$ cat src/hw/fetch_pkg.sv
// Shared widths, page geometry and reset PC for the fetch front end, imported by each fetch module
`default_nettype none

package fetch_pkg;

    // Datapath and address widths
    localparam int WORD_BITS     = 32;
    localparam int PC_WORD_BITS  = 30;
    localparam int PADDR_BITS    = 30;

    // 4 KiB pages hold 1024 words
    localparam int PAGE_OFF_BITS = 10;
    localparam int VPN_BITS      = PC_WORD_BITS - PAGE_OFF_BITS;
    localparam int PPN_BITS      = PADDR_BITS - PAGE_OFF_BITS;

    typedef logic [WORD_BITS-1:0]     word_t;
    typedef logic [PC_WORD_BITS-1:0]  pc_word_t;
    typedef logic [VPN_BITS-1:0]      vpn_t;
    typedef logic [PPN_BITS-1:0]      ppn_t;
    typedef logic [PAGE_OFF_BITS-1:0] page_off_t;

    // Physical word address is ppn then page offset
    typedef logic [PADDR_BITS-1:0]    paddr_word_t;

    // Byte address 0x0000_1000 as a word index
    localparam pc_word_t RESET_PC_WORD = pc_word_t'(32'h0000_1000 >> 2);

endpackage : fetch_pkg

`default_nettype wire
$ cat src/hw/fetch_stage_f2.sv
// Second fetch stage that pairs the PC with the memory read and drives the decode handshake
`default_nettype none
`timescale 1ns/100ps

module fetch_stage_f2 (
    // Clock and reset
    input  wire                         i_clk,
    input  wire                         i_rst_n,
    input  wire                         i_flush,

    // From F1
    input  wire                         i_f1_valid,
    input  wire fetch_pkg::pc_word_t    i_f1_pc_word,

    // Instruction memory
    output logic                        o_read_en,
    input  wire fetch_pkg::word_t       i_read_data,

    // To decode
    output logic                        o_valid,
    output fetch_pkg::pc_word_t         o_pc_word,
    output fetch_pkg::word_t            o_instr,
    input  wire                         i_ready,

    // Freeze for PC, F1 and memory
    output logic                        o_stall
);

    // Held output that decode has not taken
    assign o_stall   = o_valid && !i_ready;

    // Read only for a live fetch that can advance
    assign o_read_en = i_f1_valid && !o_stall;

    // Data arrives in step with the PC flop
    assign o_instr   = i_read_data;

    // Output valid
    always_ff @(posedge i_clk) begin
        if (!i_rst_n) begin
            o_valid <= 1'b0;
        end else if (i_flush) begin
            o_valid <= 1'b0;
        end else if (!o_stall) begin
            o_valid <= i_f1_valid;
        end
    end

    // PC lines up with the registered read
    always_ff @(posedge i_clk) begin
        if (!o_stall) begin
            o_pc_word <= i_f1_pc_word;
        end
    end

endmodule : fetch_stage_f2

`default_nettype wire

$ cat config.mk
export PLATFORM = sky130hd
export DESIGN_NAME = fetch_stage_f2
export DESIGN_NICKNAME = d
export VERILOG_FILES = /design/src/hw/fetch_pkg.sv /design/src/hw/fetch_stage_f2.sv
export SDC_FILE = /design/constraint.sdc
export NUM_CORES = 1
export LEC_CHECK = 0
export BUFFER_PORTS_ARGS = -buffer_cell sky130_fd_sc_hd__buf_2
export CAP_MARGIN = 0
export CELL_PAD_IN_SITES_DETAIL_PLACEMENT = 0
export CELL_PAD_IN_SITES_GLOBAL_PLACEMENT = 2
export CORE_ASPECT_RATIO = 1.25
export CORE_UTILIZATION = 16
export DETAILED_ROUTE_END_ITERATION = 8
export GPL_ROUTABILITY_DRIVEN = 0
export GPL_TIMING_DRIVEN = 0
export PLACE_DENSITY = 0.69
export SLEW_MARGIN = 10
export SYNTH_ARGS = -nofsm -noshare
export SYNTH_HDL_FRONTEND = slang
export SYNTH_SLANG_ARGS = --single-unit
$ cat constraint.sdc
create_clock -name i_clk -period 0.9 [get_ports i_clk]
set_input_delay 0.045 -clock i_clk [delete_from_list [all_inputs] [get_ports i_clk]]
set_output_delay 0.045 -clock i_clk [all_outputs]
set_load 0.01 [all_outputs]
==> flow_metrics.tcl, run 1 <==
set metrics [dict create \
    viasPerCell 3.36 \
    nFillCells 749 \
    p_sw_mw 0.764 \
    synthCells 69 \
    antenna_found_initial 0 \
    yosysSeqAreaShare_pct 76.3 \
    swShare_pct 22.9 \
    pin_count 132 \
    finalNetCount 282 \
    clkPwrFrac_pct 31.0 \
    synth_cell_types 8 \
    final-hold-violation-count 0 \
    design.core.area_mm2 0.00736 \
    clockRootBuffer "clkbuf_8" \
    cts_buffer_depth 2 \
    ys_seq_elements 31 \
    worst_pin_slew_ns 0.148 \
    cts-buffers-inserted 5 \
    internal_power_mw 2.57 \
    r2r-end "o_pc_word[2]$_DFFE_PN_" \
    grt_pass1_wl_um 4900 \
    drt-initial-drc-count 7 \
    drv_cap 0 \
    final_common_cell "buf_2" \
    num_vias 1036 \
    firstDrtPassIters 3 \
    period_minus_slack_ns 1.01 \
    final_area_mm2 0.00233 \
    p_leak_nw 1.12 \
    multiInputGateArea_um2 65.1 \
    io_buffers 99 \
    worst_slack_ns -0.109 \
    path_class "reg -> out" \
    synth.yosys.warnings 0 \
    combPwrFrac_pct 17.9 \
    syn_avg_cell_area_um2 17.5 \
    worstSetupStartpointType "flop" \
    syn_area_mm2 0.00121 \
    mostFrequentLayoutCells "buf_2, buf_4, dlygate4sd3_1" \
    die_y_um 99.1 \
    skew_ns 0.00459 \
    rsz0062_at_grt "yes" \
    wl_per_cell_um 11.1 \
    grt_pass1_vias 1007 \
    violations "negative setup slack" \
    crit_start "o_valid$_SDFFE_PP0N_" \
    setup-violations-final 32 \
    finalCritPeriodShare_pct 112 \
    cts_sinks 31 \
    grt-ovfl-total 0 \
    dp_slack_ns -0.172 \
    start_util_pct 16.4 \
    die_w_um 79.7 \
    diodes 0 \
    h-tree-depth 2 \
    row_count 35 \
    crit_fanout 4 \
    grt_max_degree 11 \
    slew_viol_final 0 \
    end_kind "output port" \
    clock.fmax_mhz 991 \
    regArea_um2 925 \
    route.detailed.drc 0 \
    r2r_start "o_valid$_SDFFE_PP0N_" \
    grt_use_total_pct 8.74 \
    totalWireLength_um 3410 \
    syn-num-nets 136 \
    relSlewSlack_pct 90.1 \
    required_ns 0.85 \
    ant_nets 0 \
    min_path_type "in -> reg" \
    status "finished, violations left" \
    cts.reportedPaths.clkPinSlew_ns 0.07 \
    drive_above_1_share_pct 69.0 \
    cts_tree "built" \
    die_area_mm2 0.00789 \
    arrival_ns 0.96 \
    endpoint "o_stall" \
    area_delta_synth_final_pct 92.9 \
    power.density_mw_per_mm2 1430 \
    postPlaceCellArea_mm2 0.00182 \
    r2r_slack_ns -0.09 \
    insertion_delay_ns 0.28 \
    total_power_mw 3.33 \
    seqPwrFrac_pct 51.1 \
    tns_ns -1.74 \
    r2r.worst_path.cells 3 \
    ir_worst_vdd_v 0.000498 \
]
metal layers:
layer	part of all wire [%]	up-vias	GRT usage [%]
met1	35	442	8.40
met5	0	-	0
met4	1.8	0	3.78
met2	53	89	15.8
li1	-	499	-
met3	11	6	3.80
cell type report:
class                      instances  share of cell area [%]
buffer                            32                    10.3
clock buffer                       5                    2.96
clock inverter                     3                   0.645
inverter                           2                   0.430
multi-input combinational          6                    2.80
sequential                        31                    39.7
tap                               92                    4.95
timing repair buffer             137                    38.2
flip-flops by register name (all words and copies together), names as in the netlist:
name	flops
o_pc_word	30
o_valid	1
per-stage QoR:
stage	std cells	hold slack, ns	utilization (%)
after floorplan	69	0.144	-
after global placement	260	0.222	24.7
after detailed placement	260	0.223	24.7
after CTS	308	0.179	31.6
after global routing	308	0.196	31.6
final	308	0.179	31.6
synth_stat cells:
master | number | area (um2)
dfxtp_1 | 1 | 20.0
edfxtp_1 | 30 | 901
a21oi_2 | 1 | 8.76
nand2b_4 | 1 | 13.8
inv_1 | 2 | 7.51
nand2b_1 | 1 | 6.26
buf_4 | 32 | 240
and2_4 | 1 | 8.76
critical path, stage by stage (launching register included):
cell	delay (ns)
dfxtp_4	0.36
nand2b_4	0.07
buf_12	0.13
inv_4	0.04
buf_6	0.08
kinds of logic (layout without fill, tap and decap cells):
group,after synthesis,after routing,share of synthesized area (%)
buffers and inverters,34,179,20.5
AND/OR/NAND/NOR,3,5,2.39
flip-flops,31,31,76.3
AO/OA/AOI/OAI,1,1,0.726
power by group through the flow:
stage | clock network [mW] | registers [mW] | logic (mW)
3_5_place_dp | 0 | 1.74 | 0.464
4_1_cts | 1.10 | 1.71 | 0.607
2_1_floorplan | 0 | 1.78 | 0.172
3_3_place_gp | 0 | 1.74 | 0.460
6_report | 1.03 | 1.70 | 0.598
5_1_grt | 1.17 | 1.71 | 0.646
how the worst min path moves through the flow:
stage                                from                     end  cells after the start
after CTS                         i_ready    o_valid$_SDFFE_PP0N_                      3
after detailed placement  i_f1_pc_word[6]  o_pc_word[6]$_DFFE_PN_                      1
final                             i_ready    o_valid$_SDFFE_PP0N_                      3
after floorplan           i_f1_pc_word[0]  o_pc_word[0]$_DFFE_PN_                      0
after global routing              i_ready    o_valid$_SDFFE_PP0N_                      3
after global placement    i_f1_pc_word[6]  o_pc_word[6]$_DFFE_PN_                      1
timing repair:
action,4_1_cts,5_1_grt
cloned,2,0
endpoints found under the setup margin,35,37
pin swaps,1,0
resized for setup,6,1
hold endpoints to repair,31,0
hold buffers,33,0
setup buffers,5,0
No activity file was read; power rests on OpenSTA's default activity.
==> inputs of run 2 (changes only) <==
--- a/config.mk
+++ b/config.mk
@@ -5,6 +5,7 @@
 export SDC_FILE = /design/constraint.sdc
 export NUM_CORES = 1
 export LEC_CHECK = 0
+export ABC_AREA = 1
 export BUFFER_PORTS_ARGS = -buffer_cell sky130_fd_sc_hd__buf_2
 export CAP_MARGIN = 0
 export CELL_PAD_IN_SITES_DETAIL_PLACEMENT = 0
@@ -14,7 +15,7 @@
 export DETAILED_ROUTE_END_ITERATION = 8
 export GPL_ROUTABILITY_DRIVEN = 0
 export GPL_TIMING_DRIVEN = 0
-export PLACE_DENSITY = 0.69
+export PLACE_DENSITY = 0.7
 export SLEW_MARGIN = 10
 export SYNTH_ARGS = -nofsm -noshare
 export SYNTH_HDL_FRONTEND = slang
==> flow_metrics.tcl, run 2 <==
set metrics [dict create \
    setup-violations-final 32 \
    final-hold-violation-count 0 \
    synthTopCellsByArea "edfxtp_1, buf_4, dfxtp_1" \
    syn_area_mm2 0.00119 \
    crit_start "o_valid$_SDFFE_PP0N_" \
    die_area_mm2 0.00782 \
    grt_use_total_pct 8.42 \
    min_path_cells 3 \
    synth_top_family_by_area "buffers and inverters" \
    min_path_type "in -> reg" \
    required_ns 0.85 \
    hpwl_um 2470 \
    syn_avg_cell_area_um2 16.8 \
    worst_slack_ns -0.0937 \
    num_vias 1022 \
    ys.flop_type "edfxtp_1" \
    synth.yosys.warnings 0 \
    nFillCells 714 \
    yosysSeqAreaShare_pct 77.1 \
    synth_edf_count 30 \
    finalNetCount 278 \
    min_to "o_valid$_SDFFE_PP0N_" \
    ir_worst_vdd_v 0.000512 \
    r2r-end "o_pc_word[17]$_DFFE_PN_" \
    slew_viol_final 0 \
    synth_cell_types 9 \
    antenna_found_initial 0 \
    cts_buffer_depth 2 \
    mostFrequentLayoutCells "buf_2, buf_4, dlygate4sd3_1" \
    die_w_um 79.3 \
    end_kind "output port" \
    finalCritPeriodShare_pct 110 \
    cts-buffers-inserted 5 \
    async_reset_ff_share_pct 0 \
    synthMuxAreaShare_pct 0 \
    synth_top_area_share_pct 75.4 \
    final_common_cell "buf_2" \
    wl_per_cell_um 11.2 \
    viasPerCell 3.38 \
    cts_tree "built" \
    grt_max_degree 17 \
    dp.cells 260 \
    synthTopCellsByCount "buf_4, edfxtp_1, inv_1" \
    die_y_um 98.6 \
    h-tree-depth 2 \
    clockRootBuffer "clkbuf_8" \
    r2r_slack_ns -0.07 \
    io_buffers 99 \
    start_util_pct 16.8 \
    postPlaceCellArea_mm2 0.00182 \
    total_power_mw 3.30 \
    path_class "reg -> out" \
    area_delta_synth_final_pct 88.1 \
    synth_xor_area_share_pct 0 \
    syn-num-nets 138 \
    drive_above_1_share_pct 67.9 \
    grt_pass1_wl_um 4710 \
    layoutNonFillerInstCount 302 \
    synth_fa_ha_area_share_pct 0 \
    worst_pin_slew_ns 0.274 \
    utilization_pct 31.6 \
    synth_compound_area_share_pct 0.419 \
    relSlewSlack_pct 81.7 \
    largest_reg_flops 30 \
    ys_seq_elements 31 \
    power.density_mw_per_mm2 1470 \
    yosysMostFrequentCell "buf_4" \
    row_count 34 \
    totalWireLength_um 3380 \
    ant_nets 0 \
    drt-initial-drc-count 9 \
    final_area_mm2 0.00225 \
    top_register "o_pc_word" \
    skew_ns 0.00271 \
    firstDrtPassIters 2 \
    p_leak_nw 1.09 \
    diodes 0 \
    grt_pass1_vias 1016 \
    design.core.area_mm2 0.00710 \
    violations "negative setup slack" \
    cts_sinks 31 \
    status "finished, violations left" \
    insertion_delay_ns 0.27 \
    clock.fmax_mhz 1010 \
    synthCells 71 \
    worstSetupStartpointType "flop" \
    drv_cap 0 \
    top_regs "o_pc_word: 30 flops, o_valid: 1 flops" \
    r2r_start "o_valid$_SDFFE_PP0N_" \
    pin_count 132 \
    cts.reportedPaths.clkPinSlew_ns 0.06 \
    synthSimpleGateAreaFrac_pct 1.15 \
    min_from "i_f1_valid" \
    tns_ns -1.24 \
    period_minus_slack_ns 0.994 \
    yosys.area.top_type "edfxtp_1" \
    arrival_ns 0.95 \
    rsz0062_at_grt "yes" \
    crit_fanout 3 \
    route.detailed.drc 0 \
    grt-ovfl-total 0 \
    r2r.worst_path.cells 2 \
]
run 2: timing repair:
action	CTS	global route
cloned	1	0
hold buffers	32	0
endpoints found under the setup margin	23	33
pin swaps	1	0
endpoints found under the hold margin	31	0
setup buffers	1	0
resized for setup	2	1
run 2: per-layer routing:
| metal | wire length, um | share of wire (%) | GRT usage, % |
|---|---|---|---|
| met1 | 1150 | 34 | 7.15 |
| met4 | 34 | 1.0 | 3.36 |
| met3 | 352 | 10 | 3.52 |
| met5 | 0 | 0 | 0 |
| met2 | 1840 | 54 | 16.6 |
run 2: per-stage QoR:
stage / worst slack (ns) / hold WS (ns)
finish: -0.0937 / 0.0470
global route: -0.141 / 0.0488
CTS: -0.129 / 0.0356
detailed placement: -0.0304 / 0.223
global placement: -0.0274 / 0.222
floorplan: 0.0562 / 0.144
run 2: power by group:
part,switching [mW],internal (mW),leakage [nW],total [mW]
sequential,0.0260,1.68,0.323,1.70
combinational,0.227,0.343,0.725,0.570
clock,0.484,0.541,0.0422,1.03
run 2: worst max-delay path by stage:
stage                             end  cells after the start
6_report                    o_read_en                      4
5_1_grt                     o_read_en                      4
4_1_cts                     o_read_en                      4
3_5_place_dp                o_read_en                      4
3_3_place_gp                o_read_en                      4
2_1_floorplan  o_pc_word[0]$_DFFE_PN_                      1
run 2: area by class of cell:
class / count / area, um2 / area share, %
repair buffers: 132 / 823 / 36.6
clock buffers: 7 / 76.3 / 3.40
multi-input cells: 5 / 50.0 / 2.23
inverters: 4 / 15.0 / 0.668
plain buffers: 32 / 240 / 10.7
clock inverters: 1 / 5.00 / 0.223
well taps: 90 / 113 / 5.01
flip-flops and latches: 31 / 925 / 41.1
run 2: kinds of logic (layout without fill, tap and decap cells):
logic type             count (synthesis)  in the layout
buffers and inverters                 36            176
DFF                                   31             31
and+or+nand+nor                        3              4
AOI/OAI and AO/OA                      1              1
run 2: critical path, stage by stage (launching register included):
cell     delay, ns
dfxtp_4       0.38
nand2_8       0.06
inv_2         0.04
nor2_2        0.07
buf_2         0.13
