===== config.mk =====
export PLATFORM = sky130hd
export DESIGN_NAME = fetch_stage_f1
export DESIGN_NICKNAME = d
export VERILOG_FILES = /design/src/hw/fetch_pkg.sv /design/src/hw/fetch_stage_f1.sv
export SDC_FILE = /design/constraint.sdc
export NUM_CORES = 1
export LEC_CHECK = 0
export BUFFER_PORTS_ARGS = -buffer_cell sky130_fd_sc_hd__buf_4
export CORE_ASPECT_RATIO = 1.75
export CORE_MARGIN = 2
export CORE_UTILIZATION = 33
export DETAILED_ROUTE_END_ITERATION = 6
export PLACE_DENSITY = 0.55
export SYNTH_ARGS = -nofsm -noshare
export SYNTH_HDL_FRONTEND = slang
export SYNTH_SLANG_ARGS = --single-unit

===== constraint.sdc =====
create_clock -name i_clk -period 2.5 [get_ports i_clk]
set_input_delay 0.5 -clock i_clk [delete_from_list [all_inputs] [get_ports i_clk]]
set_output_delay 0.5 -clock i_clk [all_outputs]
set_load 0.01 [all_outputs]

===== src/hw/fetch_pkg.sv =====
// Shared widths, page geometry and reset PC for the fetch front end, imported by each fetch module
`default_nettype none

package fetch_pkg;

    // Datapath and address widths
    localparam int WORD_BITS     = 32;
    localparam int PC_WORD_BITS  = 30;
    localparam int PADDR_BITS    = 30;

    // 4 KiB pages hold 1024 words
    localparam int PAGE_OFF_BITS = 10;
    localparam int VPN_BITS      = PC_WORD_BITS - PAGE_OFF_BITS;
    localparam int PPN_BITS      = PADDR_BITS - PAGE_OFF_BITS;

    typedef logic [WORD_BITS-1:0]     word_t;
    typedef logic [PC_WORD_BITS-1:0]  pc_word_t;
    typedef logic [VPN_BITS-1:0]      vpn_t;
    typedef logic [PPN_BITS-1:0]      ppn_t;
    typedef logic [PAGE_OFF_BITS-1:0] page_off_t;

    // Physical word address is ppn then page offset
    typedef logic [PADDR_BITS-1:0]    paddr_word_t;

    // Byte address 0x0000_1000 as a word index
    localparam pc_word_t RESET_PC_WORD = pc_word_t'(32'h0000_1000 >> 2);

endpackage : fetch_pkg

`default_nettype wire

===== src/hw/fetch_stage_f1.sv =====
// First fetch stage that owns the PC, applies redirects and flops the translated fetch for F2
`default_nettype none
`timescale 1ns/100ps

module fetch_stage_f1 (
    // Clock and reset
    input  wire                         i_clk,
    input  wire                         i_rst_n,

    // Redirect, also used as the flush
    input  wire                         i_branch_taken,
    input  wire fetch_pkg::pc_word_t    i_branch_target,

    // Back-pressure from F2
    input  wire                         i_stall,

    // ITLB lookup of the current PC
    output fetch_pkg::pc_word_t         o_lookup_pc_word,
    input  wire                         i_tlb_hit,
    input  wire fetch_pkg::paddr_word_t i_tlb_paddr_word,

    // To F2 and the instruction memory
    output logic                        o_f1_valid,
    output fetch_pkg::pc_word_t         o_f1_pc_word,
    output fetch_pkg::paddr_word_t      o_f1_paddr_word
);

    import fetch_pkg::*;

    pc_word_t pc_word;
    pc_word_t next_seq_pc_word;
    pc_word_t next_pc_word;

    assign next_seq_pc_word = pc_word + pc_word_t'(1);

    // Next PC selection
    always_comb begin
        if (i_branch_taken) begin
            next_pc_word = i_branch_target;
        end else if (i_tlb_hit) begin
            next_pc_word = next_seq_pc_word;
        end else begin
            // Wait here for the walker fill
            next_pc_word = pc_word;
        end
    end

    // A branch pulse has no handshake, so it loads even under stall
    always_ff @(posedge i_clk) begin
        if (!i_rst_n) begin
            pc_word <= RESET_PC_WORD;
        end else if (i_branch_taken || !i_stall) begin
            pc_word <= next_pc_word;
        end
    end

    // Translation works on the registered PC
    assign o_lookup_pc_word = pc_word;

    // F1/F2 valid
    always_ff @(posedge i_clk) begin
        if (!i_rst_n) begin
            o_f1_valid <= 1'b0;
        end else if (i_branch_taken) begin
            // Drop the wrong-path fetch
            o_f1_valid <= 1'b0;
        end else if (!i_stall) begin
            // Miss sends a bubble
            o_f1_valid <= i_tlb_hit;
        end
    end

    // F1/F2 payload, qualified by valid
    always_ff @(posedge i_clk) begin
        if (!i_stall) begin
            o_f1_pc_word    <= pc_word;
            o_f1_paddr_word <= i_tlb_paddr_word;
        end
    end

endmodule : fetch_stage_f1

`default_nettype wire


==> results of run 1 <==
## through the flow
step	area (um^2)	setup WS, ns
detailed placement	5040	0.328
CTS	5340	0.403
global placement	5040	0.353
finish	5340	0.372
global route	5340	0.216
floorplan	3720	0.420
## worst register-to-register path, cell delays in order, from the launching register on
cell     delay, ns
dfxtp_1       0.44
and4_1        0.50
nand3_1       0.36
or4_1         0.55
and3_1        0.17
## synth_stat cells, drive strengths merged, types with 4 or more instances
master  instances
a31oi           8
and3            6
nor4            4
xor2            5
or4            11
o31ai           7
nand2b          6
and4            5
dfxtp          31
nand4           9
nand3          16
nor3            8
edfxtp         60
o21ai          22
clkbuf          9
xnor2           6
nor2            8
buf            11
a21oi           5
o211a           7
nand2          20
## power by group
part	total [mW]	switching, mW	internal, mW
logic	0.442	0.198	0.244
registers	1.79	0.0726	1.72
clock network	1.36	0.583	0.780
total	3.60	0.853	2.74
## kinds of logic (layout without fill, tap and decap cells)
group	Yosys count	in the layout	share of synthesized area, %
compound gates	63	63	11.5
xor+xnor	11	11	2.59
fa+ha+maj	1	1	0.337
buf+inv	23	184	3.10
flops	91	91	65.2
mux	1	1	0.269
simple gates	106	106	17.0
## state kept, by name, summed over array words and instances (netlist names)
register / flops
o_f1_valid: 1
o_lookup_pc_word: 30
o_f1_paddr_word: 30
o_f1_pc_word: 30
## layer usage
metal | wire (um) | global-route usage (%) | vias up
li1 | - | - | 1459
met1 | 3580 | 16.8 | 1477
met2 | 5700 | 30.0 | 85
met3 | 491 | 3.37 | 11
met4 | 158 | 6.62 | 0
met5 | 0 | 0 | -
## how the worst max path moves through the flow
stage	from	to	slack [ns]
floorplan	i_stall	o_f1_paddr_word[0]	0.42
global placement	i_stall	o_lookup_pc_word[29]	0.35
detailed placement	i_stall	o_lookup_pc_word[29]	0.33
CTS	o_lookup_pc_word[2]	o_lookup_pc_word[29]	0.40
global route	o_lookup_pc_word[2]	o_lookup_pc_word[29]	0.22
finish	o_lookup_pc_word[2]	o_lookup_pc_word[29]	0.37
## cell type report
| class | instances | area share [%] |
|---|---|---|
| flip-flops and latches | 91 | 45.4 |
| well taps | 132 | 3.09 |
| multi-input cells | 182 | 22.1 |
| repair buffers | 165 | 23.7 |
| clock inverters | 7 | 1.41 |
| inverters | 3 | 0.211 |
| clock buffers | 9 | 4.22 |
==> impl_metrics.csv, run 1 <==
group,metric,value,unit
grt,grt_pass1_vias,2940,
worst_setup_path,slowest_stage,"or4_1",
route,vias,3032,
route,wl_per_cell,16.9,um
power_and_ir_drop,p_leak,2.20,nW
sta,period_share,85.1,%
sta,drv_slew,0,
sta,slew_headroom,64.8,%
logic_synthesis,synth-seq-cells,91,
logic_synthesis,synth-edff-count,60,
worst_setup_path,critPathKind,"reg2reg",
logic_synthesis,ys_types,52,
logic_synthesis,synth_area_per_cell,12.6,um^2
logic_synthesis,synth_nets,362,
clock_tree,clock_sinks,91,
power_and_ir_drop,ir_worst_vdd,0.352,mV
route,drt_iter0_markers,186,
logic_synthesis,async_reset_ff_share,0,%
worst_hold_path,hold_end,"o_f1_paddr_word[8]",
die,start_util,33.7,%
die,dieArea,12200,um^2
final_layout,n_antenna_cell,0,
worst_setup_path,cp-start-kind,"flop",
logic_synthesis,synth_flop_cell,"edfxtp_1",
final_layout,area_delta_synth_final,43.7,%
worst_setup_path,rr_endpoint,"o_lookup_pc_word[29]",
route,drt_first_pass_iters,4,
final_layout,drive_gt1_share,40.7,%
clock_tree,clockBufferDepth,2,
die,coreArea,11000,um^2
logic_synthesis,syn_area,3720,um^2
die,fp.dieW,84.2,um
route,drc,0,
die,ios,156,
route,viasPerCell,5.15,
worst_setup_path,end_kind,"flop",
placed_design,io_buffers,155,
final_layout,multiInputGateArea,1180,um^2
sta,finalHoldViolCount,0,
grt,grt_max_degree,61,
worst_setup_path,ff2ff_path_depth,4,
grt,antenna_found_initial,0,
worst_hold_path,hp-start,"i_tlb_paddr_word[8]",
worst_hold_path,hp-class,"in2reg",
worst_setup_path,reg2reg_from,"o_lookup_pc_word[2]",
worst_setup_path,critPathTopFamily,"simple AND/OR/NAND/NOR gates",
final_layout,seqCellArea,2420,um^2
flow_run,max-cap-violations,0,
sta,max_freq,0.470,GHz
route,drtAntennaViolNets,0,
grt,grt.overflow.total,0,
route,totalWireLength,9930,um
power_and_ir_drop,power.density,673,nW/um^2
logic_synthesis,synth_warnings,0,
logic_synthesis,syn-instance-count,296,
placed_design,place_hpwl,7150,um
final_layout,fin_util,48.4,%
worst_setup_path,cp_num_cells,4,
clock_tree,cts_setup_buffers,0,
sta,hold_slack,0.334,ns
worst_setup_path,crit_fanout,10,
logic_synthesis,yosysTopAreaCellShare,48.5,%
placed_design,gp_congestion,0.758,
worst_setup_path,slowest_delay,0.55,ns
clock_tree,cts_resized,0,
sta,tightest_slew,0.521,ns
logic_synthesis,synth_area_leaders,"edfxtp_1, dfxtp_1, o21ai_0, or4_1, nand2_1",
worst_setup_path,crit_buf_inv,0,
grt,grtUsageTotal,15.9,%
clock_tree,cts_tree,"done",
final_layout,final_cell_mix,"buf_4, edfxtp_1, dfxtp_1",
final_layout,fillers,1073,
worst_setup_path,cp.arrival,2.36,ns
clock_tree,cts_buffers,9,
sta,setup-tns-final,0,ns
logic_synthesis,ys_seq_area_share,65.2,%
final_layout,layout_commonest_cell,"buf_4",
worst_setup_path,crit_path_cell_trace,"and4_1, nand3_1, or4_1, and3_1",
clock_tree,insertion_delay,0.34,ns
final_layout,fin_cells,589,
clock_tree,cts-root-buf,"clkbuf_16",
sta,setup_violations,0,
logic_synthesis,yosys.area.top_type,"edfxtp_1",
final_layout,fin_nets,518,
sta,finClkSkew,0.0115,ns
clock_tree,htreeDepth,3,
die,rows,51,
worst_setup_path,r2r_slack,0.37,ns
sta,rsz0062_at_grt,"no",
run_status,status,"completed",
clock_tree,hold_buffers,0,
clock_tree,cts.clk_slew.worst_paths,0.07,ns
worst_setup_path,required,2.73,ns
die,die_h,144,um
grt,grt_pass1_wl,15000,um
power_and_ir_drop,total_power,3.60,mW
placed_design,dp.cells,573,
sta,min_period,2.13,ns
worst_hold_path,whs_path_depth,1,
Power figures use the tool's default switching activity.
==> run 2, diff against run 1 <==
--- a/config.mk
+++ b/config.mk
@@ -10,6 +10,7 @@
 export CORE_MARGIN = 2
 export CORE_UTILIZATION = 33
 export DETAILED_ROUTE_END_ITERATION = 6
+export MAX_ROUTING_LAYER = met4
 export PLACE_DENSITY = 0.55
 export SYNTH_ARGS = -nofsm -noshare
 export SYNTH_HDL_FRONTEND = slang
==> run 2 against run 1 <==
Compared with the run above: die area is the same; routed wire length shrank 0.20%; largest cell class unchanged; clock-buffer cell count is the same; highest routed layer unchanged; flip-flop and latch count is the same; register-to-register slack is essentially flat; global-route usage grew 0.43 points; core utilization is the same; via count grew 0.20%; sequential power is essentially flat; clock skew shrank 0.0023 ns; fmax is essentially flat.
==> impl_metrics.csv, run 2 (same netlist as run 1, synthesis figures left out) <==
group,metric,value,unit
final_layout,fillers,1073,
power_and_ir_drop,p_leak,2.20,nW
final_layout,layout_commonest_cell,"buf_4",
sta,setup-tns-final,0,ns
final_layout,fin_nets,518,
die,start_util,33.7,%
route,vias,3038,
clock_tree,cts_setup_buffers,0,
sta,finClkSkew,0.00921,ns
sta,setup_violations,0,
clock_tree,hold_buffers,0,
clock_tree,insertion_delay,0.34,ns
worst_setup_path,end_kind,"flop",
sta,finalHoldViolCount,0,
flow_run,max-cap-violations,0,
grt,grt_pass1_vias,2949,
route,drtAntennaViolNets,0,
power_and_ir_drop,power.density,672,nW/um^2
clock_tree,cts_resized,0,
sta,period_share,85.0,%
worst_setup_path,required,2.73,ns
grt,grt_max_degree,61,
grt,grtUsageTotal,16.3,%
clock_tree,cts_tree,"done",
final_layout,drive_gt1_share,40.7,%
die,ios,156,
clock_tree,clock_sinks,91,
die,coreArea,11000,um^2
grt,grt.overflow.total,0,
clock_tree,cts.clk_slew.worst_paths,0.07,ns
placed_design,place_hpwl,7150,um
route,drc,0,
worst_setup_path,slowest_stage,"or4_1",
grt,grt_pass1_wl,15000,um
sta,slew_headroom,64.7,%
run_status,status,"completed",
die,fp.dieW,84.2,um
clock_tree,clockBufferDepth,2,
worst_setup_path,critPathKind,"reg2reg",
final_layout,final_cell_mix,"buf_4, edfxtp_1, dfxtp_1",
placed_design,io_buffers,155,
route,drt_iter0_markers,170,
sta,tightest_slew,0.523,ns
route,totalWireLength,9910,um
placed_design,gp_congestion,0.768,
route,wl_per_cell,16.8,um
sta,min_period,2.13,ns
worst_setup_path,crit_path_cell_trace,"and4_1, nand3_1, or4_1, and3_1",
grt,antenna_found_initial,0,
worst_setup_path,crit_fanout,10,
sta,drv_slew,0,
clock_tree,cts-root-buf,"clkbuf_16",
die,rows,51,
sta,rsz0062_at_grt,"no",
final_layout,n_antenna_cell,0,
die,die_h,144,um
worst_setup_path,cp-start-kind,"flop",
route,viasPerCell,5.16,
worst_setup_path,slowest_delay,0.55,ns
clock_tree,htreeDepth,3,
clock_tree,cts_buffers,9,
final_layout,area_delta_synth_final,43.7,%
worst_hold_path,hp-class,"in2reg",
sta,hold_slack,0.334,ns
worst_setup_path,cp.arrival,2.35,ns
power_and_ir_drop,ir_worst_vdd,0.352,mV
sta,max_freq,0.470,GHz
route,drt_first_pass_iters,4,
die,dieArea,12200,um^2
run 2: cell counts in the layout (fill, tap and decap cells not counted):
No cell type changed its count.
run 2: worst paths after layout:
path,cells after the start,slack (ns),endpoint,start
min reg2reg,0,0.51,o_f1_pc_word[5],o_lookup_pc_word[5]
max reg2reg,4,0.37,o_lookup_pc_word[29],o_lookup_pc_word[2]
max,4,0.37,o_lookup_pc_word[29],o_lookup_pc_word[2]
min,1,0.33,o_f1_paddr_word[8],i_tlb_paddr_word[8]
run 2: routing by layer:
layer | track usage, % | share of wire, % | vias to the layer above | routed length, um
met5 | - | 0 | - | 0
met4 | 6.62 | 1.6 | 0 | 156
li1 | - | - | 1463 | -
met3 | 3.03 | 4.8 | 11 | 477
met1 | 16.9 | 36 | 1474 | 3580
met2 | 30.1 | 57 | 90 | 5690
run 2: cell type report:
class / count / area (um^2) / share of cell area (%)
Clock buffer: 9 / 225 / 4.22
Clock inverter: 7 / 75.1 / 1.41
Tap cell: 132 / 165 / 3.09
Sequential cell: 91 / 2420 / 45.4
Timing Repair Buffer: 165 / 1260 / 23.7
Multi-Input combinational cell: 182 / 1180 / 22.1
Inverter: 3 / 11.3 / 0.211
run 2: stage by stage:
step                      setup slack (ns)  utilization [%]  power (mW)  instance area, um^2  cells
after floorplan                      0.420                -        1.98                 3720    296
after global placement               0.353             45.7        2.26                 5040    573
after detailed placement             0.328             45.7        2.27                 5040    573
after CTS                            0.403             48.4        3.65                 5340    589
after global routing                 0.216             48.4        3.75                 5340    589
final                                0.374             48.4        3.59                 5340    589
run 2: where the power goes:
group          switching, mW  total [mW]  internal (mW)
Combinational          0.198       0.442          0.244
Clock                  0.577        1.36          0.780
Sequential            0.0726        1.79           1.72
run 2: critical path: cells and delay by family (launching register included):
kind             cells  cell delay, ns
flip-flops           1            0.44
AND/OR/NAND/NOR      4            1.57
