==> src/hw/fetch_pkg.sv <==
// Shared widths, page geometry and reset PC for the fetch front end, imported by each fetch module
`default_nettype none

package fetch_pkg;

    // Datapath and address widths
    localparam int WORD_BITS     = 32;
    localparam int PC_WORD_BITS  = 30;
    localparam int PADDR_BITS    = 30;

    // 4 KiB pages hold 1024 words
    localparam int PAGE_OFF_BITS = 10;
    localparam int VPN_BITS      = PC_WORD_BITS - PAGE_OFF_BITS;
    localparam int PPN_BITS      = PADDR_BITS - PAGE_OFF_BITS;

    typedef logic [WORD_BITS-1:0]     word_t;
    typedef logic [PC_WORD_BITS-1:0]  pc_word_t;
    typedef logic [VPN_BITS-1:0]      vpn_t;
    typedef logic [PPN_BITS-1:0]      ppn_t;
    typedef logic [PAGE_OFF_BITS-1:0] page_off_t;

    // Physical word address is ppn then page offset
    typedef logic [PADDR_BITS-1:0]    paddr_word_t;

    // Byte address 0x0000_1000 as a word index
    localparam pc_word_t RESET_PC_WORD = pc_word_t'(32'h0000_1000 >> 2);

endpackage : fetch_pkg

`default_nettype wire
==> src/hw/fetch_itlb.sv <==
// Direct-mapped instruction TLB with a combinational lookup, a walker miss request and a fill port
`default_nettype none
`timescale 1ns/100ps

module fetch_itlb #(
    parameter int ITLB_INDEX_BITS = 3
) (
    // Clock and reset
    input  wire                         i_clk,
    input  wire                         i_rst_n,

    // Lookup from F1
    input  wire fetch_pkg::pc_word_t    i_lookup_pc_word,
    output logic                        o_hit,
    output fetch_pkg::paddr_word_t      o_paddr_word,

    // Request to the page walker
    output logic                        o_miss_valid,
    output fetch_pkg::vpn_t             o_miss_vpn,

    // Walker answer
    input  wire                         i_fill_valid,
    input  wire fetch_pkg::vpn_t        i_fill_vpn,
    input  wire fetch_pkg::ppn_t        i_fill_ppn
);

    import fetch_pkg::*;

    localparam int ENTRIES  = 2 ** ITLB_INDEX_BITS;
    localparam int TAG_BITS = VPN_BITS - ITLB_INDEX_BITS;

    typedef logic [ITLB_INDEX_BITS-1:0] index_t;
    typedef logic [TAG_BITS-1:0]        tag_t;

    // Entry storage
    logic [ENTRIES-1:0] entry_valid;
    tag_t               entry_tag [ENTRIES];
    ppn_t               entry_ppn [ENTRIES];

    vpn_t      lookup_vpn;
    page_off_t lookup_off;
    index_t    lookup_index;
    tag_t      lookup_tag;
    index_t    fill_index;
    tag_t      fill_tag;
    logic      walk_en;

    // Split the fetch PC
    assign lookup_vpn   = i_lookup_pc_word[PC_WORD_BITS-1:PAGE_OFF_BITS];
    assign lookup_off   = i_lookup_pc_word[PAGE_OFF_BITS-1:0];
    assign lookup_index = lookup_vpn[ITLB_INDEX_BITS-1:0];
    assign lookup_tag   = lookup_vpn[VPN_BITS-1:ITLB_INDEX_BITS];

    assign fill_index   = i_fill_vpn[ITLB_INDEX_BITS-1:0];
    assign fill_tag     = i_fill_vpn[VPN_BITS-1:ITLB_INDEX_BITS];

    // Lookup and translation
    assign o_hit        = entry_valid[lookup_index] && (entry_tag[lookup_index] == lookup_tag);
    assign o_paddr_word = {entry_ppn[lookup_index], lookup_off};

    // Request stays up while the PC misses
    assign o_miss_valid = walk_en && !o_hit;
    assign o_miss_vpn   = lookup_vpn;

    // Valid bits, and requests start one cycle out of reset
    always_ff @(posedge i_clk) begin
        if (!i_rst_n) begin
            entry_valid <= '0;
            walk_en     <= 1'b0;
        end else begin
            walk_en <= 1'b1;
            if (i_fill_valid) begin
                entry_valid[fill_index] <= 1'b1;
            end
        end
    end

    // Fill overwrites whatever shares the index
    always_ff @(posedge i_clk) begin
        if (i_fill_valid) begin
            entry_tag[fill_index] <= fill_tag;
            entry_ppn[fill_index] <= i_fill_ppn;
        end
    end

endmodule : fetch_itlb

`default_nettype wire

==> config.mk <==
export PLATFORM = sky130hd
export DESIGN_NAME = fetch_itlb
export DESIGN_NICKNAME = d
export VERILOG_FILES = /design/src/hw/fetch_pkg.sv /design/src/hw/fetch_itlb.sv
export SDC_FILE = /design/constraint.sdc
export NUM_CORES = 1
export LEC_CHECK = 0
export ABC_AREA = 1
export CORE_MARGIN = 2
export CORE_UTILIZATION = 50
export DETAILED_ROUTE_END_ITERATION = 8
export DONT_BUFFER_PORTS = 1
export GPL_ROUTABILITY_DRIVEN = 0
export HOLD_SLACK_MARGIN = 0.08
export SKIP_LAST_GASP = 1
export SYNTH_ARGS = -nofsm -noshare
export SYNTH_HDL_FRONTEND = slang
export SYNTH_SLANG_ARGS = --single-unit
export TNS_END_PERCENT = 30
==> constraint.sdc <==
create_clock -name i_clk -period 6 [get_ports i_clk]
set_clock_uncertainty 0.05 [all_clocks]
set_input_delay 0.9 -clock i_clk [delete_from_list [all_inputs] [get_ports i_clk]]
set_output_delay 0.9 -clock i_clk [all_outputs]
set_load 0.02 [all_outputs]
==> impl_results.md, run 1 <==
- Max incr delay on CP: between 0.6 and 0.7 ns
- Routed len/inst: between 15 and 20 um
- Finish-stage setup viols: 0
- Root Driver: clkbuf_16
- CP Cell Sequence: inv_4 > buf_4 > o21ai_0 > o22ai_1 > nor2_1 > a31oi_1
- Status: finished, final reports clean
- Synthesis warning total: 0
- Diode count: 0
- Skew-Pair Late Insertion Delay: between 0.5 and 0.6 ns
- Fin Setup TNS: 0 ns
- Critical path data arrival time: around 3.1 ns
- Clk sink count: roughly 310
- Number of antenna violations at the first check in global routing: 0
- All-Layer GR Usage: roughly 20%
- FF-to-FF Start: entry_valid[2]
- Worst-Margin Slew: between 0.8 and 0.9 ns
- DIE AREA: about 0.027 mm2
- CP Launch Point: i_lookup_pc_word[10]
- CP endpoint kind: output pin
- Area of the core: 0.0252 mm2
- Slowest CP cell: buf_4
- P&R area growth vs syn: 7.32%
- Asr flop ratio synth: 0%
- Row cnt: 58
- Htree depth: 1
- R2r setup slk: about 5.4 ns
- Share of layout cells above drive strength 1: roughly 5%
- Startpoint of the worst hold path: i_rst_n
- Final worst-path cycle share: 68.1%
- Drt pass-1 iters: 4
- Drc violations: 0
- Post-Syn Instances: around 1.1k
- Largest net degree at the start of global routing: 160
- Clk buf depth: 3
- Vias: 7775
- Post-synthesis register bit count: slightly above 300
- CTS tree: yes
- # Post-CTS Setup Buffers: 0
- CTS resizes: 0
- DPL Wire Length: roughly 14000 um
- R2r worst-path depth: 2
- Post-synth cell types: 22
- Required @ worst endpoint: 5.05 ns
- Fmax: roughly 240 MHz
- Initial core utilization: about half
- Hold Path Stages: 0
- Clock-pin slew on the worst setup and hold paths: roughly 0.060 ns
- Io pins: roughly 130
- Worst slew margin: between 40% and 50%
- Syn avg cell area: 11.2 um2
- I/O Buffers: 0
- Worst-path fanout max: ~160
- WHS Endpoint: walk_en
- Final Hold Vio Count: 0
- Synth Cell Area: ~0.013 mm2
- DR vias/cell: around 5.3
- First DRT Iteration DRCs: approximately 590
- Hold WC Path Type: input pin to flip-flop
- Total CTS buffers: 31
- Horiz. Die Dim: approximately 160 um
- Setup Crit Path Kind: input pin to output pin
- Grt total ovfl: 0
- Ys flop type: edfxtp_1
- P_leak: 5.01 nW
- Hold bufs inserted after CTS: 0
- Syn_nets: roughly 1.2k
- EDFF count, synth: between 200 and 300
- VDD IR max: 0.258 mV
- Die height: roughly 160 um
- Sequential element share of the synthesized area: a little over two thirds
- RSZ-0062 raised after global routing: no
- Tmin final: 4.09 ns
- Routed Antenna Nets: 0
- Vias in the first global route: about 7.6k
- Reg2reg end: entry_valid[2]
- Max_cap viols: 0
- Final wirelength: between 20000 and 30000 um
- First-pass GRT wire length: about 42000 um
- Startpoint types: input pin
- Core Util, Final: between 50% and 60%
- P per Cell Area: 321 mW/mm2
- Fin. max-slew vios: 0
- # nets final: about 1.2k
==> layer usage <==
metal  vias up  GRT usage, %  routed length (um)
li1       3795             -                   -
met1      3724          26.3               11500
met2       208          34.6               12900
met3        48          5.05                2040
met4         0          5.58                 500
met5         -             0                   0
==> sequential cells by signal (all words and copies together) (netlist names) <==
name,cells
entry_valid,8
entry_tag,136
entry_ppn,160
walk_en,1
==> cells in the final DEF, fill, tap and decap left out <==
cell / count
a21oi_1: 4
a31oi_1: 20
and3_1: 1
buf_4: 11
bufinv_16: 1
clkbuf_1: 8
clkbuf_16: 31
clkinv_1: 13
clkinv_2: 3
dfxtp_1: 9
edfxtp_1: 296
inv_1: 85
inv_16: 1
inv_2: 2
inv_4: 1
nand2_1: 195
nand3_1: 75
nand3b_1: 7
nand4_1: 1
nor2_1: 226
nor2_4: 8
nor3_1: 1
o211ai_1: 1
o21ai_0: 98
o21ai_1: 8
o22ai_1: 21
==> how the worst max path moves through the flow <==
stage | end | slack, ns | cells after the start
after detailed placement | o_paddr_word[29] | 1.97 | 6
after floorplan | o_hit | 2.79 | 11
after global routing | o_paddr_word[29] | 1.78 | 6
after CTS | o_paddr_word[29] | 1.97 | 6
after global placement | o_paddr_word[29] | 1.95 | 6
final | o_paddr_word[24] | 1.91 | 6
==> through the flow <==
| step | setup slack [ns] | instance area (um2) | instances | power [mW] | hold WS [ns] |
|---|---|---|---|---|---|
| floorplan | 2.79 | 12800 | 1146 | 2.71 | 0.390 |
| detailed placement | 1.97 | 12800 | 1400 | 2.72 | 0.410 |
| CTS | 1.97 | 13700 | 1457 | 4.45 | 0.297 |
| finish | 1.91 | 13700 | 1457 | 4.42 | 0.304 |
| global route | 1.78 | 13700 | 1457 | 4.56 | 0.294 |
| global placement | 1.95 | 12800 | 1400 | 2.71 | 0.401 |
==> power breakdown <==
| part | internal, mW | switching, mW | total [mW] |
|---|---|---|---|
| sequential | 2.41 | 0.0141 | 2.42 |
| clock | 0.987 | 0.761 | 1.75 |
| combinational | 0.0730 | 0.171 | 0.244 |
| total | 3.47 | 0.946 | 4.42 |
==> cell usage after synthesis, types with 2 or more instances <==
cell      instances  area [um2]
a31oi_1          20         125
inv_2             2        7.51
nand3b_1          7        52.6
buf_1             8        30.0
inv_1            86         323
o21ai_0          98         490
buf_4            34         255
nor2_1          234         878
dfxtp_1           9         180
clkbuf_1         21        78.8
edfxtp_1        296        8890
a21oi_1           4        20.0
o22ai_1          21         131
buf_2            15        75.1
nand3_1          75         375
buf_6             9         101
nand2_1         195         732
o21ai_1           8        40.0
==> worst max-delay path, delay by kind of cell <==
kind	cells	cell delay, ns
and+or+nand+nor	1	0.05
buffers and inverters	2	1.25
AOI/OAI and AO/OA	3	0.86
==> cell type report <==
class	count	area, um2
Fill cell	2121	11400
Timing Repair Buffer	11	82.6
Tap cell	330	413
Clock buffer	39	806
Clock inverter	18	114
Inverter	88	333
Multi-Input combinational cell	666	2930
Sequential cell	305	9070
==> logic make-up after synthesis <==
logic type / synth area share (%)
AO/OA/AOI/OAI: 6.36
buffers and inverters: 6.80
AND/OR/NAND/NOR: 16.0
flip-flops: 70.8
(Power assumes the default switching activity.)
==> run 2, diff against run 1 <==
--- a/config.mk
+++ b/config.mk
@@ -12,6 +12,7 @@
 export DONT_BUFFER_PORTS = 1
 export GPL_ROUTABILITY_DRIVEN = 0
 export HOLD_SLACK_MARGIN = 0.08
+export PLACE_DENSITY = 0.68
 export SKIP_LAST_GASP = 1
 export SYNTH_ARGS = -nofsm -noshare
 export SYNTH_HDL_FRONTEND = slang
==> constraint.sdc (replaced) <==
create_clock -name i_clk -period 3.5 [get_ports i_clk]
set_clock_uncertainty 0.05 [all_clocks]
set_input_delay 0.525 -clock i_clk [delete_from_list [all_inputs] [get_ports i_clk]]
set_output_delay 0.525 -clock i_clk [all_outputs]
set_load 0.02 [all_outputs]
==> impl_results.md, run 2 (synthesized netlist as in run 1, its figures left out) <==
- Status: finished, final reports clean (unchanged)
- Io pins: 125 (unchanged)
- PnR Total Power: 7.95 mW (was 4.42 mW)
- Fin. max-slew vios: 0 (unchanged)
- Max incr delay on CP: 0.37 ns (was 0.63 ns)
- Setup Crit Path Kind: input pin to output pin (unchanged)
- Fmax: 345 MHz
- DPL Wire Length: 15600 um (was 14200 um)
- Drc violations: 0 (unchanged)
- Diode count: 0 (unchanged)
- CP Cell Sequence: inv_4 > buf_4 > nand2_1 > nand3_1 > nand3_1 > nand3b_1 > nand2_1 > nor2_1 > nand2_1 > nor2_1 > nand2_1 > nor2_1 (was inv_4 > buf_4 > o21ai_0 > o22ai_1 > nor2_1 > a31oi_1)
- Final Hold Vio Count: 0 (unchanged)
- Vias in the first global route: 7908 (was 7615)
- Min setup slack post-route: 0.599 ns (was 1.91 ns)
- Finish-stage setup viols: 0 (unchanged)
- Critical path data arrival time: 2.33 ns (was 3.14 ns)
- All-Layer GR Usage: 21.0% (was 20.4%)
- P_leak: 5.29 nW (was 5.01 nW)
- Horiz. Die Dim: 164 um (unchanged)
- Area of the core: 0.0252 mm2 (unchanged)
- Skew-Pair Late Insertion Delay: 0.57 ns (about the same)
- VDD IR max: 0.458 mV (was 0.258 mV)
- Largest net degree at the start of global routing: 160 (unchanged)
- Highest Signal Layer: met4 (unchanged)
- Routed Antenna Nets: 0 (unchanged)
- Crit path depth: 12 (was 6)
- Startpoint types: input pin (unchanged)
- Place WS: 0.718 ns (was 1.97 ns)
- Routed len/inst: 18.6 um (was 18.5 um)
- Reg2reg end: entry_valid[4] (was entry_valid[2])
- P per Cell Area: 552 mW/mm2 (was 321 mW/mm2)
- Worst-Margin Slew: 0.701 ns (was 0.850 ns)
- Fin Setup TNS: 0 ns (unchanged)
- Commonest non-fill, non-tap cell in the layout: edfxtp_1 (unchanged)
- Htree depth: 1 (unchanged)
- Most flop-heavy register: entry_ppn (unchanged)
- Worst Path Buf+Inv: 2 (unchanged)
- CP top delay family: simple AND/OR/NAND/NOR gates (was buffers and inverters)
- WHS Endpoint: entry_valid[5] (was walk_en)
- Clk buf depth: 3 (unchanged)
- R2r setup slk: 2.88 ns (was 5.38 ns)
- Max reg flops: 160 (unchanged)
- Worst slew margin: 53.2% (was 43.3%)
- Final worst-path cycle share: between 80% and 90%
- DR vias/cell: 5.38 (was 5.34)
- P&R area growth vs syn: 12.5% (was 7.32%)
- CTS tree: yes (unchanged)
- Die height: 164 um (unchanged)
- Share of layout cells above drive strength 1: 6.32% (was 5.15%)
- Worst hold slack: 0.163 ns (was 0.304 ns)
- Routed wl met3: 2200 um (was 2040 um)
- Footprint of the multi-input gates: 0.00293 mm2 (unchanged)
- Vias: 8069 (was 7775)
- Initial core utilization: 50.9% (unchanged)
- Most used cell, CP: nand2_1
- CP endpoint kind: output pin (unchanged)
- Clock-pin slew on the worst setup and hold paths: 0.06 ns (about the same)
- Tmin final: 2.90 ns
- First DRT Iteration DRCs: 759 (was 586)
- Layout fillers: 2059 (was 2121)
- CTS resizes: 0 (unchanged)
- Final Non-Filler Cells: 1501 (was 1457)
- Register area: 0.00907 mm2 (unchanged)
- Hold Path Stages: 2 (was 0)
- Most frequent cells in the layout: edfxtp_1, nor2_1, nand2_1, o21ai_0, inv_1 (unchanged)
- Hold bufs inserted after CTS: 38 (was 0)
- Root Driver: clkbuf_16 (unchanged)
- Clk sink count: 305 (unchanged)
- Startpoint of the worst hold path: i_rst_n (unchanged)
- Row cnt: 58 (unchanged)
- R2r worst-path depth: 2 (unchanged)
- # Post-CTS Setup Buffers: 0 (unchanged)
- Slowest CP cell: nor2_1 (was buf_4)
- RSZ-0062 raised after global routing: no (unchanged)
- Hold WC Path Type: input pin to flip-flop (unchanged)
- FF-to-FF Start: entry_valid[4] (was entry_valid[2])
- DIE AREA: 0.0269 mm2 (unchanged)
- Total CTS buffers: 31 (unchanged)
- Met1 wire length: 11400 um (was 11500 um)
- Placed cell count: 1406 (was 1400)
- First-pass GRT wire length: 43400 um (was 41500 um)
- DR WL met2: 13600 um (was 12900 um)
- Largest registers: entry_ppn: 160 flops, entry_tag: 136 flops, entry_valid: 8 flops (unchanged)
- # nets final: 1220 (was 1176)
- Drt pass-1 iters: 5 (was 4)
- Max_cap viols: 0 (unchanged)
- Worst-path fanout max: 159 (unchanged)
- Final wirelength: 27900 um (was 26900 um)
- Number of antenna violations at the first check in global routing: 0 (unchanged)
- I/O Buffers: 0 (unchanged)
- Required @ worst endpoint: 2.92 ns (was 5.05 ns)
- Grt total ovfl: 0 (unchanged)
[run 2: cell count changes in the layout (fill, tap and decap cells not counted), sizes merged]
cell	before	now
clkbuf	39	36
clkinvlp	0	2
clkinv	16	13
inv	89	90
bufinv	1	4
buf	11	17
dlygate4sd3	0	38
[run 2: worst max path at each step]
stage                               startpoint  slack (ns)         endpoint
after floorplan                   i_fill_valid        0.72  entry_ppn[4][0]
after global routing      i_lookup_pc_word[10]        0.43            o_hit
final                     i_lookup_pc_word[10]        0.60            o_hit
after global placement    i_lookup_pc_word[10]        0.72            o_hit
after CTS                      entry_tag[6][8]        0.69            o_hit
after detailed placement  i_lookup_pc_word[11]        0.72            o_hit
[run 2: final cells by class]
type,instances,share of cell area [%]
repair buffers,55,4.48
flip-flops and latches,305,62.9
inverters,88,2.31
well taps,330,2.87
clock buffers,36,5.52
clock inverters,21,1.54
multi-input cells,666,20.3
[run 2: worst reg2reg max path: cells and delay by family (launching register included)]
| kind | cells | cell delay, ns |
|---|---|---|
| DFF | 1 | 0.31 |
| and+or+nand+nor | 2 | 0.15 |
[run 2: power breakdown]
part | switching (mW) | total [mW] | internal (mW)
clock | 1.35 | 3.27 | 1.92
sequential | 0.0250 | 4.15 | 4.13
combinational | 0.348 | 0.519 | 0.170
[run 2: layer usage]
metal  track usage [%]  up-vias
met5                 0        -
met4              5.90        0
met3              4.67       50
met2              36.1      284
met1              27.0     3834
li1                  -     3901
[run 2: through the flow]
stage	area [um2]	util, %
2_1_floorplan	12800	-
6_report	14400	57.2
4_1_cts	14400	57.2
3_3_place_gp	13000	51.7
5_1_grt	14400	57.2
3_5_place_dp	13000	51.7
